--- src/include/tft_mem_macros.svh ---
`ifndef TFT_MEM_MACROS_SVH
`define TFT_MEM_MACROS_SVH

// Power-up wait before the first init command
`define TFT_MEM_TINIT 200
// Auto-refresh interval
`define TFT_MEM_TREFC 100

// SDRAM command spacing, in clkSDRAM cycles
`define TFT_MEM_TRCD 2
`define TFT_MEM_CL 2
`define TFT_MEM_TRP 2
`define TFT_MEM_TRFC 7

// Cache index width, 256 one-word lines
`define TFT_MEM_IDX_W 8

// Light blue until the first fetch completes
`define TFT_MEM_RESET_RGB 24'h66ccff

`endif

--- src/design/tft_mem_pkg.sv ---
package tft_mem_pkg;

	// SDRAM word address
	typedef struct packed {
		logic [1:0] bank;
		logic [12:0] row;
		logic [8:0] col;
	} mem_addr_t;

	typedef struct packed {
		logic [4:0] red;
		logic [5:0] green;
		logic [4:0] blue;
	} rgb565_t;

	typedef struct packed {
		logic [7:0] red;
		logic [7:0] green;
		logic [7:0] blue;
	} rgb888_t;

	// Valid is a level, held until the matching ready pulse
	typedef struct packed {
		logic valid;
		mem_addr_t addr;
	} mem_req_t;

	typedef struct packed {
		logic ready;
		rgb565_t data;
	} mem_rsp_t;

	typedef enum logic [2:0] {
		CMD_NOP,
		CMD_ACTIVE,
		CMD_READ,
		CMD_PRECHARGE,
		CMD_REFRESH,
		CMD_MODE
	} sdram_cmd_t;

	typedef struct packed {
		logic cke;
		logic cs_n;
		logic ras_n;
		logic cas_n;
		logic we_n;
		logic [1:0] ba;
		logic [12:0] addr;
		logic [1:0] dqm;
	} sdram_bus_t;

	typedef enum logic [2:0] {
		CTRL_POWERUP,
		CTRL_INIT_REF1,
		CTRL_INIT_REF2,
		CTRL_INIT_MODE,
		CTRL_IDLE,
		CTRL_RCD,
		CTRL_CAS,
		CTRL_SETTLE
	} ctrl_state_t;

	typedef enum logic [1:0] {
		CACHE_IDLE,
		CACHE_LOOKUP,
		CACHE_FILL,
		CACHE_RESPOND
	} cache_state_t;

endpackage

--- src/design/pix_fetch.sv ---
`timescale 1ns/1ps
`include "tft_mem_macros.svh"

module pix_fetch import tft_mem_pkg::*; (
	input logic clkSDRAM,
	input logic n_reset_in,
	input logic pix_clk,
	input logic [8:0] pix_x,
	input logic [8:0] pix_y,
	input mem_rsp_t fetch_rsp,
	output mem_req_t fetch_req,
	output rgb888_t rgb,
	output logic fetch_busy
);

// Two synchronizer stages, then the previous value for edge detect
logic [2:0] pix_sync;
logic pix_fall;

logic req_valid;
mem_addr_t req_addr;

assign pix_fall = pix_sync[2] & ~pix_sync[1];

always_ff @(posedge clkSDRAM, negedge n_reset_in) begin
	if (!n_reset_in)
		pix_sync <= 3'b000;
	else
		pix_sync <= {pix_sync[1:0], pix_clk};
end

always_ff @(posedge clkSDRAM, negedge n_reset_in) begin
	if (!n_reset_in) begin
		req_valid <= 1'b0;
		rgb <= `TFT_MEM_RESET_RGB;
	end else if (req_valid) begin
		if (fetch_rsp.ready) begin
			// RGB565 to RGB888, low bits zero
			rgb <= '{
				red: {fetch_rsp.data.red, 3'b000},
				green: {fetch_rsp.data.green, 2'b00},
				blue: {fetch_rsp.data.blue, 3'b000}
			};
			req_valid <= 1'b0;
		end
	end else if (pix_fall) begin
		req_valid <= 1'b1;
	end
end

// Coordinates captured with the fall, stable while the request is up
always_ff @(posedge clkSDRAM) begin
	if (pix_fall && !req_valid)
		req_addr <= {6'b000000, pix_y, pix_x};
end

assign fetch_req = '{valid: req_valid, addr: req_addr};
assign fetch_busy = req_valid;

endmodule

--- config.mk ---
export PLATFORM = sky130hd
export DESIGN_NAME = pix_fetch
export DESIGN_NICKNAME = d
export VERILOG_FILES = /design/src/design/tft_mem_pkg.sv /design/src/design/pix_fetch.sv
export VERILOG_INCLUDE_DIRS = /design/src /design/src/include
export SDC_FILE = /design/constraint.sdc
export NUM_CORES = 1
export LEC_CHECK = 0
export ABC_AREA = 0
export BUFFER_PORTS_ARGS = -buffer_cell sky130_fd_sc_hd__buf_4
export CORE_UTILIZATION = 39
export DETAILED_ROUTE_END_ITERATION = 7
export GPL_TIMING_DRIVEN = 0
export PLACE_DENSITY = 0.74
export SYNTH_ARGS = -nofsm -noshare
export SYNTH_HDL_FRONTEND = slang
export SYNTH_SLANG_ARGS = --single-unit
--- constraint.sdc ---
create_clock -name clkSDRAM -period 3.1 [get_ports clkSDRAM]
set_input_delay 0.155 -clock clkSDRAM [delete_from_list [all_inputs] [get_ports clkSDRAM]]
set_output_delay 0.155 -clock clkSDRAM [all_outputs]
set_load 0.05 [all_outputs]
==> reports/qor.csv <==
stage,metric,value,unit
power_and_ir_drop,power_frac_seq,41.9,%
routing,drc,0,
clock_tree,cts.sinks,39,
cells_and_area,fin_nets,210,
cells_and_area,num_antenna_cells,0,
synth,synth_ff_type,edfxtp_1,
floorplanning,io-pin-count,88,
synth,syn-mean-instance-area,19.1,um2
clock_tree,tritoncts,built,
clock_tree,cts_resized,0,
routing,wirelength,2.71,mm
synth,yosys-top-cells-area,"edfxtp_1, dfstp_2, dfrtp_1, mux2_4, buf_4",
synth,synth_warnings,0,
synth,synth.most_common_cell,edfxtp_1,
critical_path,crit_required,3.09,ns
floorplanning,die_x,63.1,um
timing,finClkSkew,0.00507,ns
critical_path,cp_max_fo,11,
global_routing,antenna_found_initial,0,
floorplanning,die-area,0.00398,mm2
job,maxCapViolCount,0,
routing,drtIter0Drc,8,
timing,hold-worst-slack,0.0468,ns
global_routing,gr-total-overflow,0,
global_routing,grtUsageTotal,15.2,%
cells_and_area,area_growth_syn_to_layout,56.5,%
clock_tree,cts_buffer_depth,2,
outcome,status,"complete, no violations",
timing,setup_viol,0,
synth,synthTopCellsByCount,"edfxtp_1, buf_4, dfstp_2",
synth,synthArstFlopShare,53.8,%
clock_tree,cts_root_buf,clkbuf_8,
clock_tree,htree_levels,2,
synth,yosysTopAreaCell,edfxtp_1,
power_and_ir_drop,leakage,1.10,nW
global_routing,grt_pass1_wl,4.47,mm
global_routing,grt_max_degree,22,
power_and_ir_drop,p_sw_share,33.6,%
power_and_ir_drop,p_switching,548,uW
routing,wl_per_cell,12.4,um
clock_tree,numCtsBuffers,5,
floorplanning,start_util,42.2,%
timing,worst_pin_slew,0.727,ns
routing,drtAntennaViolNets,0,
cells_and_area,drive_gt1_share,77.5,%
routing,vias,920,
timing,relSlewSlack,51.3,%
power_and_ir_drop,p_per_area,715,mW/mm2
synth,synth_top_area_share,37.2,%
critical_path,worstSetupPathType,flop to flop,
synth,syn_area,0.00145,mm2
timing,finalCritPeriodShare,53.0,%
critical_path,worst_setup_path_end_kind,flop,
timing,min_period,1.64,ns
placement,port_buffers,78,
power_and_ir_drop,p_clk_share,24.7,%
clock_tree,clk_latency,0.28,ns
critical_path,critPathArrivalTime,1.64,ns
placement,hpwl,2.13,mm
floorplanning,core-area,0.00344,mm2
floorplanning,die_h,63.1,um
timing,finalHoldViolations,0,
routing,drt-pass1-iter-count,3,
synth,synth-edff-count,18,
timing,drv_slew,0,
synth,seq_area_frac_synth,74.4,%
clock_tree,path_clk_slew,0.07,ns
placement,gp_congestion,0.710,
power_and_ir_drop,p_int,1.08,mW
synth,syn_inst,76,
clock_tree,post_cts_buffers,0,
timing,fin_tns_setup,0,ns
critical_path,cp-start-kind,flop,
power_and_ir_drop,power_frac_comb,33.4,%
power_and_ir_drop,peakVddDrop,455,uV
synth,synth_cell_type_count,13,
global_routing,grt_pass1_vias,986,
floorplanning,row_count,21,
timing,clock.fmax,0.609,GHz
min_path,hp-class,input port to flop,
routing,vias_per_cell,4.20,
synth,ys_seq_elements,39,
clock_tree,hold_buffers,2,
timing,rsz0062_at_grt,false,
==> area by class of cell <==
type / count / area (um2)
clock inverter: 3 / 43.8
timing repair buffer: 81 / 617
inverter: 1 / 3.75
tap: 46 / 57.6
multi-input combinational: 29 / 288
clock buffer: 5 / 68.8
fill: 274 / 1170
buffer: 15 / 116
sequential: 39 / 1080
==> power by group through the flow <==
stage	registers, mW	clock network [mW]	logic, mW
2_1_floorplan	0.939	0	0.127
3_3_place_gp	0.687	0	0.537
3_5_place_dp	0.693	0	0.545
4_1_cts	0.683	0.416	0.548
5_1_grt	0.692	0.441	0.565
6_report	0.683	0.402	0.544
==> layout by cell type, fill, tap and decap left out <==
cell type and n:
dlygate4sd3_1 2, conb_1 9, mux2_4 9, dfrtp_1 9, clkinv_4 1, nand2_4 1
dfstp_2 12, edfxtp_1 18, buf_6 2, clkbuf_8 5, nor3b_2 1, and2_2 1
buf_4 92, clkinv_2 1, bufinv_16 1, a21o_2 1, inv_1 1, mux2_2 7
==> worst max-delay path, cell delays in order (launching register included) <==
cell     delay, ns
dfrtp_1       0.47
nor3b_2       0.66
buf_6         0.23
==> kinds of logic after synthesis <==
family | Yosys count | synth area share [%]
flip-flops | 39 | 74.4
AO/OA/AOI/OAI | 1 | 0.603
other | 1 | 0.258
multiplexers | 16 | 14.7
AND/OR/NAND/NOR | 3 | 1.81
buffers and inverters | 16 | 8.26
==> per-layer routing <==
metal | GRT usage, % | part of all wire (%) | up-vias | routed length [um]
met5 | 0 | 0 | - | 0
met3 | 7.61 | 12 | 2 | 315
li1 | - | - | 432 | -
met4 | 6.98 | 1.1 | 0 | 30
met2 | 25.4 | 51 | 66 | 1370
met1 | 15.8 | 37 | 420 | 994
==> through the flow <==
stage	instance area [um2]	power (mW)	setup WS (ns)	util, %	std cells
2_1_floorplan	1480	1.07	0.541	-	84
3_3_place_gp	2130	1.22	0.413	61.8	208
3_5_place_dp	2140	1.24	1.43	62.3	209
4_1_cts	2280	1.65	1.42	66.1	219
5_1_grt	2280	1.70	1.34	66.1	219
6_report	2280	1.63	1.46	66.1	219
==> registers in the layout (all words and copies together), names as in the netlist <==
name	cells
pix_sync	3
rgb	17
fetch_busy	1
fetch_req	18
==> final timing paths <==
check,start,end,slack (ns),cells past startpoint
max,fetch_busy,fetch_req[0],1.46,2
min,pix_x[5],fetch_req[5],0.05,1
min in group asynchronous,n_reset_in,rgb[23],0.29,2
max in group asynchronous,n_reset_in,rgb[6],2.55,2
max reg2reg,fetch_busy,fetch_req[0],1.46,2
min reg2reg,pix_sync[0],pix_sync[1],0.36,0
No activity file was read; power rests on OpenSTA's default activity.
