`config.mk`:
```
export PLATFORM = sky130hd
export DESIGN_NAME = sdram_ctrl
export DESIGN_NICKNAME = d
export VERILOG_FILES = /design/src/design/tft_mem_pkg.sv /design/src/design/sdram_ctrl.sv
export VERILOG_INCLUDE_DIRS = /design/src /design/src/include
export SDC_FILE = /design/constraint.sdc
export NUM_CORES = 1
export LEC_CHECK = 0
export ABC_AREA = 1
export BUFFER_PORTS_ARGS = -buffer_cell sky130_fd_sc_hd__buf_2
export CORE_ASPECT_RATIO = 1.25
export CORE_UTILIZATION = 25
export CTS_CLUSTER_DIAMETER = 60
export CTS_CLUSTER_SIZE = 25
export DETAILED_ROUTE_END_ITERATION = 8
export SYNTH_ARGS = -nofsm -noshare
export SYNTH_HDL_FRONTEND = slang
export SYNTH_SLANG_ARGS = --single-unit
```
`constraint.sdc`:
```
create_clock -name clkSDRAM -period 3.9 [get_ports clkSDRAM]
set_input_delay 0.585 -clock clkSDRAM [delete_from_list [all_inputs] [get_ports clkSDRAM]]
set_output_delay 0.585 -clock clkSDRAM [all_outputs]
set_load 0.05 [all_outputs]
```
`src/include/tft_mem_macros.svh`:
```
`ifndef TFT_MEM_MACROS_SVH
`define TFT_MEM_MACROS_SVH

// Power-up wait before the first init command
`define TFT_MEM_TINIT 200
// Auto-refresh interval
`define TFT_MEM_TREFC 100

// SDRAM command spacing, in clkSDRAM cycles
`define TFT_MEM_TRCD 2
`define TFT_MEM_CL 2
`define TFT_MEM_TRP 2
`define TFT_MEM_TRFC 7

// Cache index width, 256 one-word lines
`define TFT_MEM_IDX_W 8

// Light blue until the first fetch completes
`define TFT_MEM_RESET_RGB 24'h66ccff

`endif

```
`src/design/tft_mem_pkg.sv`:
```
package tft_mem_pkg;

	// SDRAM word address
	typedef struct packed {
		logic [1:0] bank;
		logic [12:0] row;
		logic [8:0] col;
	} mem_addr_t;

	typedef struct packed {
		logic [4:0] red;
		logic [5:0] green;
		logic [4:0] blue;
	} rgb565_t;

	typedef struct packed {
		logic [7:0] red;
		logic [7:0] green;
		logic [7:0] blue;
	} rgb888_t;

	// Valid is a level, held until the matching ready pulse
	typedef struct packed {
		logic valid;
		mem_addr_t addr;
	} mem_req_t;

	typedef struct packed {
		logic ready;
		rgb565_t data;
	} mem_rsp_t;

	typedef enum logic [2:0] {
		CMD_NOP,
		CMD_ACTIVE,
		CMD_READ,
		CMD_PRECHARGE,
		CMD_REFRESH,
		CMD_MODE
	} sdram_cmd_t;

	typedef struct packed {
		logic cke;
		logic cs_n;
		logic ras_n;
		logic cas_n;
		logic we_n;
		logic [1:0] ba;
		logic [12:0] addr;
		logic [1:0] dqm;
	} sdram_bus_t;

	typedef enum logic [2:0] {
		CTRL_POWERUP,
		CTRL_INIT_REF1,
		CTRL_INIT_REF2,
		CTRL_INIT_MODE,
		CTRL_IDLE,
		CTRL_RCD,
		CTRL_CAS,
		CTRL_SETTLE
	} ctrl_state_t;

	typedef enum logic [1:0] {
		CACHE_IDLE,
		CACHE_LOOKUP,
		CACHE_FILL,
		CACHE_RESPOND
	} cache_state_t;

endpackage

```
`src/design/sdram_ctrl.sv`:
```
`timescale 1ns/1ps
`include "tft_mem_macros.svh"

module sdram_ctrl import tft_mem_pkg::*; (
	input logic clkSDRAM,
	input logic n_reset_in,
	input mem_req_t mem_req,
	input logic [15:0] dq_in,
	output mem_rsp_t mem_rsp,
	output sdram_bus_t sdram_bus,
	output logic [15:0] dq_out,
	output logic dq_oe
);

localparam int WAIT_W = $clog2(`TFT_MEM_TINIT + 1);
localparam int REF_W = $clog2(`TFT_MEM_TREFC + 1);

// Burst length 1, sequential, CAS latency from the macro
localparam logic [12:0] MODE_WORD = {6'b000000, 3'(`TFT_MEM_CL), 1'b0, 3'b000};
// A10 high selects all banks
localparam logic [12:0] PRE_ALL = 13'h0400;

ctrl_state_t state;
logic [WAIT_W-1:0] wait_cnt;
logic [REF_W-1:0] ref_cnt;
logic wait_done;
logic ref_due;

sdram_cmd_t cmd;
logic cke;
logic [1:0] ba;
logic [12:0] addr;

logic rsp_ready;
rgb565_t rsp_data;

// {cs_n, ras_n, cas_n, we_n}
function automatic logic [3:0] cmd_pins(input sdram_cmd_t c);
	case (c)
	CMD_ACTIVE: return 4'b0011;
	CMD_READ: return 4'b0101;
	CMD_PRECHARGE: return 4'b0010;
	CMD_REFRESH: return 4'b0001;
	CMD_MODE: return 4'b0000;
	default: return 4'b0111;
	endcase
endfunction

assign wait_done = (wait_cnt == '0);
assign ref_due = (ref_cnt == '0);

always_ff @(posedge clkSDRAM, negedge n_reset_in) begin
	if (!n_reset_in) begin
		state <= CTRL_POWERUP;
		wait_cnt <= WAIT_W'(`TFT_MEM_TINIT);
		ref_cnt <= REF_W'(`TFT_MEM_TREFC);
		cmd <= CMD_NOP;
		cke <= 1'b0;
		ba <= 2'b00;
		addr <= '0;
		rsp_ready <= 1'b0;
	end else begin
		// Clock enabled from the start of the power-up wait
		cke <= 1'b1;
		cmd <= CMD_NOP;
		rsp_ready <= 1'b0;
		if (!wait_done)
			wait_cnt <= wait_cnt - 1'b1;
		if (!ref_due)
			ref_cnt <= ref_cnt - 1'b1;

		case (state)
		CTRL_POWERUP: begin
			if (wait_done) begin
				cmd <= CMD_PRECHARGE;
				addr <= PRE_ALL;
				wait_cnt <= WAIT_W'(`TFT_MEM_TRP);
				state <= CTRL_INIT_REF1;
			end
		end
		CTRL_INIT_REF1, CTRL_INIT_REF2: begin
			if (wait_done) begin
				cmd <= CMD_REFRESH;
				ref_cnt <= REF_W'(`TFT_MEM_TREFC);
				wait_cnt <= WAIT_W'(`TFT_MEM_TRFC);
				state <= (state == CTRL_INIT_REF1) ? CTRL_INIT_REF2 : CTRL_INIT_MODE;
			end
		end
		CTRL_INIT_MODE: begin
			if (wait_done) begin
				cmd <= CMD_MODE;
				ba <= 2'b00;
				addr <= MODE_WORD;
				wait_cnt <= WAIT_W'(`TFT_MEM_TRP);
				state <= CTRL_SETTLE;
			end
		end
		CTRL_IDLE: begin
			// Refresh wins over a waiting read
			if (ref_due) begin
				cmd <= CMD_REFRESH;
				ref_cnt <= REF_W'(`TFT_MEM_TREFC);
				wait_cnt <= WAIT_W'(`TFT_MEM_TRFC);
				state <= CTRL_SETTLE;
			end else if (mem_req.valid) begin
				cmd <= CMD_ACTIVE;
				ba <= mem_req.addr.bank;
				addr <= mem_req.addr.row;
				wait_cnt <= WAIT_W'(`TFT_MEM_TRCD);
				state <= CTRL_RCD;
			end
		end
		CTRL_RCD: begin
			if (wait_done) begin
				cmd <= CMD_READ;
				addr <= {4'b0000, mem_req.addr.col};
				wait_cnt <= WAIT_W'(`TFT_MEM_CL);
				state <= CTRL_CAS;
			end
		end
		CTRL_CAS: begin
			// Data valid CL cycles after the READ is sampled
			if (wait_done) begin
				rsp_ready <= 1'b1;
				cmd <= CMD_PRECHARGE;
				addr <= PRE_ALL;
				wait_cnt <= WAIT_W'(`TFT_MEM_TRP);
				state <= CTRL_SETTLE;
			end
		end
		CTRL_SETTLE: begin
			if (wait_done)
				state <= CTRL_IDLE;
		end
		default: state <= CTRL_IDLE;
		endcase
	end
end

always_ff @(posedge clkSDRAM) begin
	if (state == CTRL_CAS && wait_done)
		rsp_data <= dq_in;
end

always_comb begin
	sdram_bus.cke = cke;
	{sdram_bus.cs_n, sdram_bus.ras_n, sdram_bus.cas_n, sdram_bus.we_n} = cmd_pins(cmd);
	sdram_bus.ba = ba;
	sdram_bus.addr = addr;
	sdram_bus.dqm = 2'b00;
end

assign mem_rsp = '{ready: rsp_ready, data: rsp_data};

// Read-only path, data bus never driven
assign dq_out = 16'h0000;
assign dq_oe = 1'b0;

endmodule

```
==> key figures <==
Timing
  – Final Hold Viols: 0
  – Post-route worst setup slack: 1.83 ns
  – Final setup violation count: 0
  – Tcrit/Tclk final: between 50% and 60%
  – Setup TNS Final: 0 ns
  – WHS: 0.403 ns
  – Fin crit period: slightly above 2 ns
  – Worst slew pin tran: 0.871 ns
  – RSZ-0062 raised after global routing: false
  – Worst Skew: between 0.006 and 0.007 ns
  – Rel. slew slack: 41.9%
  – Fmax achieved: just under 0.5 GHz
  – Slew Viols, Final: 0

Detailed routing
  – DR vias/cell: about 4.2
  – # DRC: 0
  – Initial drt markers: ~110
  – Via count: 2,231
  – Wire length per cell: approximately 11 um
  – Drt first pass iters: 4
  – Post-route ant nets: 0
  – Total Routed Length: between 5 and 6 mm

Layout
  – Final Core Density: between 30 and 40%
  – Share of cells above drive strength 1: ~35%
  – # diodes: 0
  – Synthesis-to-finish area growth: 19.9%
  – Total Nets Final: approximately 440
  – Fillcell total: around 1,200

Synthesis
  – Post-synth top area share: 27.4%
  – Post-synth ARST share: between 70% and 80%
  – Yosys cell types: 32
  – Register area share after synthesis: about half
  – Mapped cell area: around 0.003 mm2
  – Dominant cell type by area after synthesis: dfrtp_1
  – Syn Area/Cell: 9.38 um2
  – Post-synth EDFFs: 16
  – Synth area leaders: dfrtp_1 27%, edfxtp_1 16%, nand2_1 8.6%, buf_4 5.9%, dfstp_2 5.4%
  – Top-count cell post-synth: nand2_1
  – Synth Instances: between 300 and 400
  – Top_reg_cell synth: dfrtp_1
  – Synthesis Warnings: 0
  – Top cells by count, synth: 67 x nand2_1, 32 x dfrtp_1, 26 x nor2_1
  – Synth Register Bits: between 50 and 60

Floorplan
  – Initial core utilization: between 20% and 30%
  – Area of the die: approximately 0.012 mm2
  – I/O pins: 99
  – Die outline width: roughly 100 um
  – CORE AREA: ~0.011 mm2
  – Die height: approximately 120 um
  – Std-Cell Rows: 43

Clock network
  – Sink Count: between 50 and 60
  – Skew-Pair Late Insertion Delay: about 0.29 ns
  – Maximum root-to-sink buffer count: 2
  – CTS Hold Bufs: 0
  – Reg clk slew, reported paths: ~0.07 ns
  – H-tree lvl count: 2
  – Setup bufs post-CTS: 0
  – Post-CTS sizing: 0
  – CTS tree: done
  – Clock Tree Root: clkbuf_16
  – Num CTS Buffers: 5

Power and ir drop
  – Max VDD drop: roughly 280 uV
  – Power Density: 808 mW/mm2
  – Overall power: ~0.0028 W
  – Static leakage: 1.74 nW

Setup path
  – CP max-delay cell: dfrtp_1
  – Crit start category: register
  – Biggest cell delay along the critical path: 0.47 ns
  – Crit Path Max Fanout: 14
  – WP buf/inv: 1
  – CP top delay family: simple AND/OR/NAND/NOR gates
  – Critical path type: reg -> reg
  – Crit-path cells: inv_2 > nand2_2 > nor2_2 > nor2_2 > nand2_2 > nand3_4 > nand2_1 > nand2_1
  – Setup crit end kind: register
  – CP required: between 4 and 5 ns
  – Critical Path AT: between 2 and 2.5 ns

Global route
  – Global-route wire length before repair: a little over 9 mm
  – Gr usage total: 9.52%
  – Initial antenna violation count: 0
  – Vias in the first global route: about 2,100
  – Overflow left after global routing: 0
  – Largest net degree at the start of global routing: 39

Run
  – Max Cap Viol: 0

Place
  – GP Congestion: ~0.87
  – DPL Wire Length: around 4.6 mm
  – Post-Place Worst Slack: 1.84 ns
  – Port Buffer Count: 78

Min path
  – HP Class: in -> async

Run status
  – Status: finished clean
==> cells in the final DEF, fill, tap and decap left out, drive strengths merged <==
cell      netlist  final
clkbuf          0      5
xnor2           1      1
inv            26     28
o21bai          1      1
nand3          26     26
dfstp           6      6
buf            25     79
a211oi          1      1
nand4           1      1
or2             2      2
clkinv          2      2
a21oi          10     10
o21ai          11     11
o211ai          3      3
conb            2     21
edfxtp         16     16
xor2            7      7
clkinvlp        0      1
nor2           37     37
dfrtp          32     32
nor3            2      2
ha              6      6
fa              1      1
nand2          93     93
==> registers in the layout, summed over array words and instances (netlist names) <==
signal / cells
mem_rsp: 16
addr: 13
wait_cnt: 8
ref_cnt: 7
cmd: 3
state: 3
ba: 2
cke: 1
rsp_ready: 1
==> metrics by stage <==
step,cell area [um2],cells
finish,3500,527
global route,3500,527
CTS,3500,527
detailed placement,3350,519
global placement,3350,519
floorplan,2990,330
==> layout make-up <==
cell class              instances  area, um2  area share, %
clock buffers                   5        125           3.58
clock inverters                 3       22.5          0.644
inverters                      28        105           3.00
multi-input cells             223       1240           35.5
flip-flops and latches         54       1440           41.1
well taps                     135        169           4.83
repair buffers                 79        398           11.4
==> report_power, final <==
group | internal, W | switching (W)
Clock | 0.000241 | 0.000207
Sequential | 0.000782 | 0.000174
Combinational | 0.000423 | 0.00100
==> cell families (layout without fill, tap and decap cells) <==
kind of cell / after synthesis / count (layout) / synth area share, %
other: 2 / 21 / 0.257
AO/OA/AOI/OAI: 26 / 26 / 4.89
buffers and inverters: 53 / 115 / 10.6
XOR/XNOR: 8 / 8 / 2.40
AND/OR/NAND/NOR: 161 / 161 / 29.3
adder cells (fa/ha/maj): 7 / 7 / 3.26
flip-flops: 54 / 54 / 49.3
==> final timing paths <==
kind | start | end | slack, ns | depth (start not counted)
max in group asynchronous | n_reset_in | wait_cnt[5] | 2.95 | 1
worst max-delay path | state[1] | addr[2] | 1.83 | 8
min in group clkSDRAM | dq_in[10] | mem_rsp[10] | 0.46 | 1
worst min register to register | addr[0] | addr[0] | 0.50 | 2
worst max register to register | state[1] | addr[2] | 1.83 | 8
worst min-delay path | n_reset_in | cke | 0.40 | 1
==> routing by layer <==
layer | up-vias | track usage, % | wire (um)
met5 | - | 0 | 0
met4 | 0 | 3.73 | 125
met3 | 7 | 1.82 | 298
met2 | 79 | 17.2 | 2940
met1 | 1040 | 11.1 | 2440
li1 | 1105 | - | -
No activity file was read; power rests on OpenSTA's default activity.
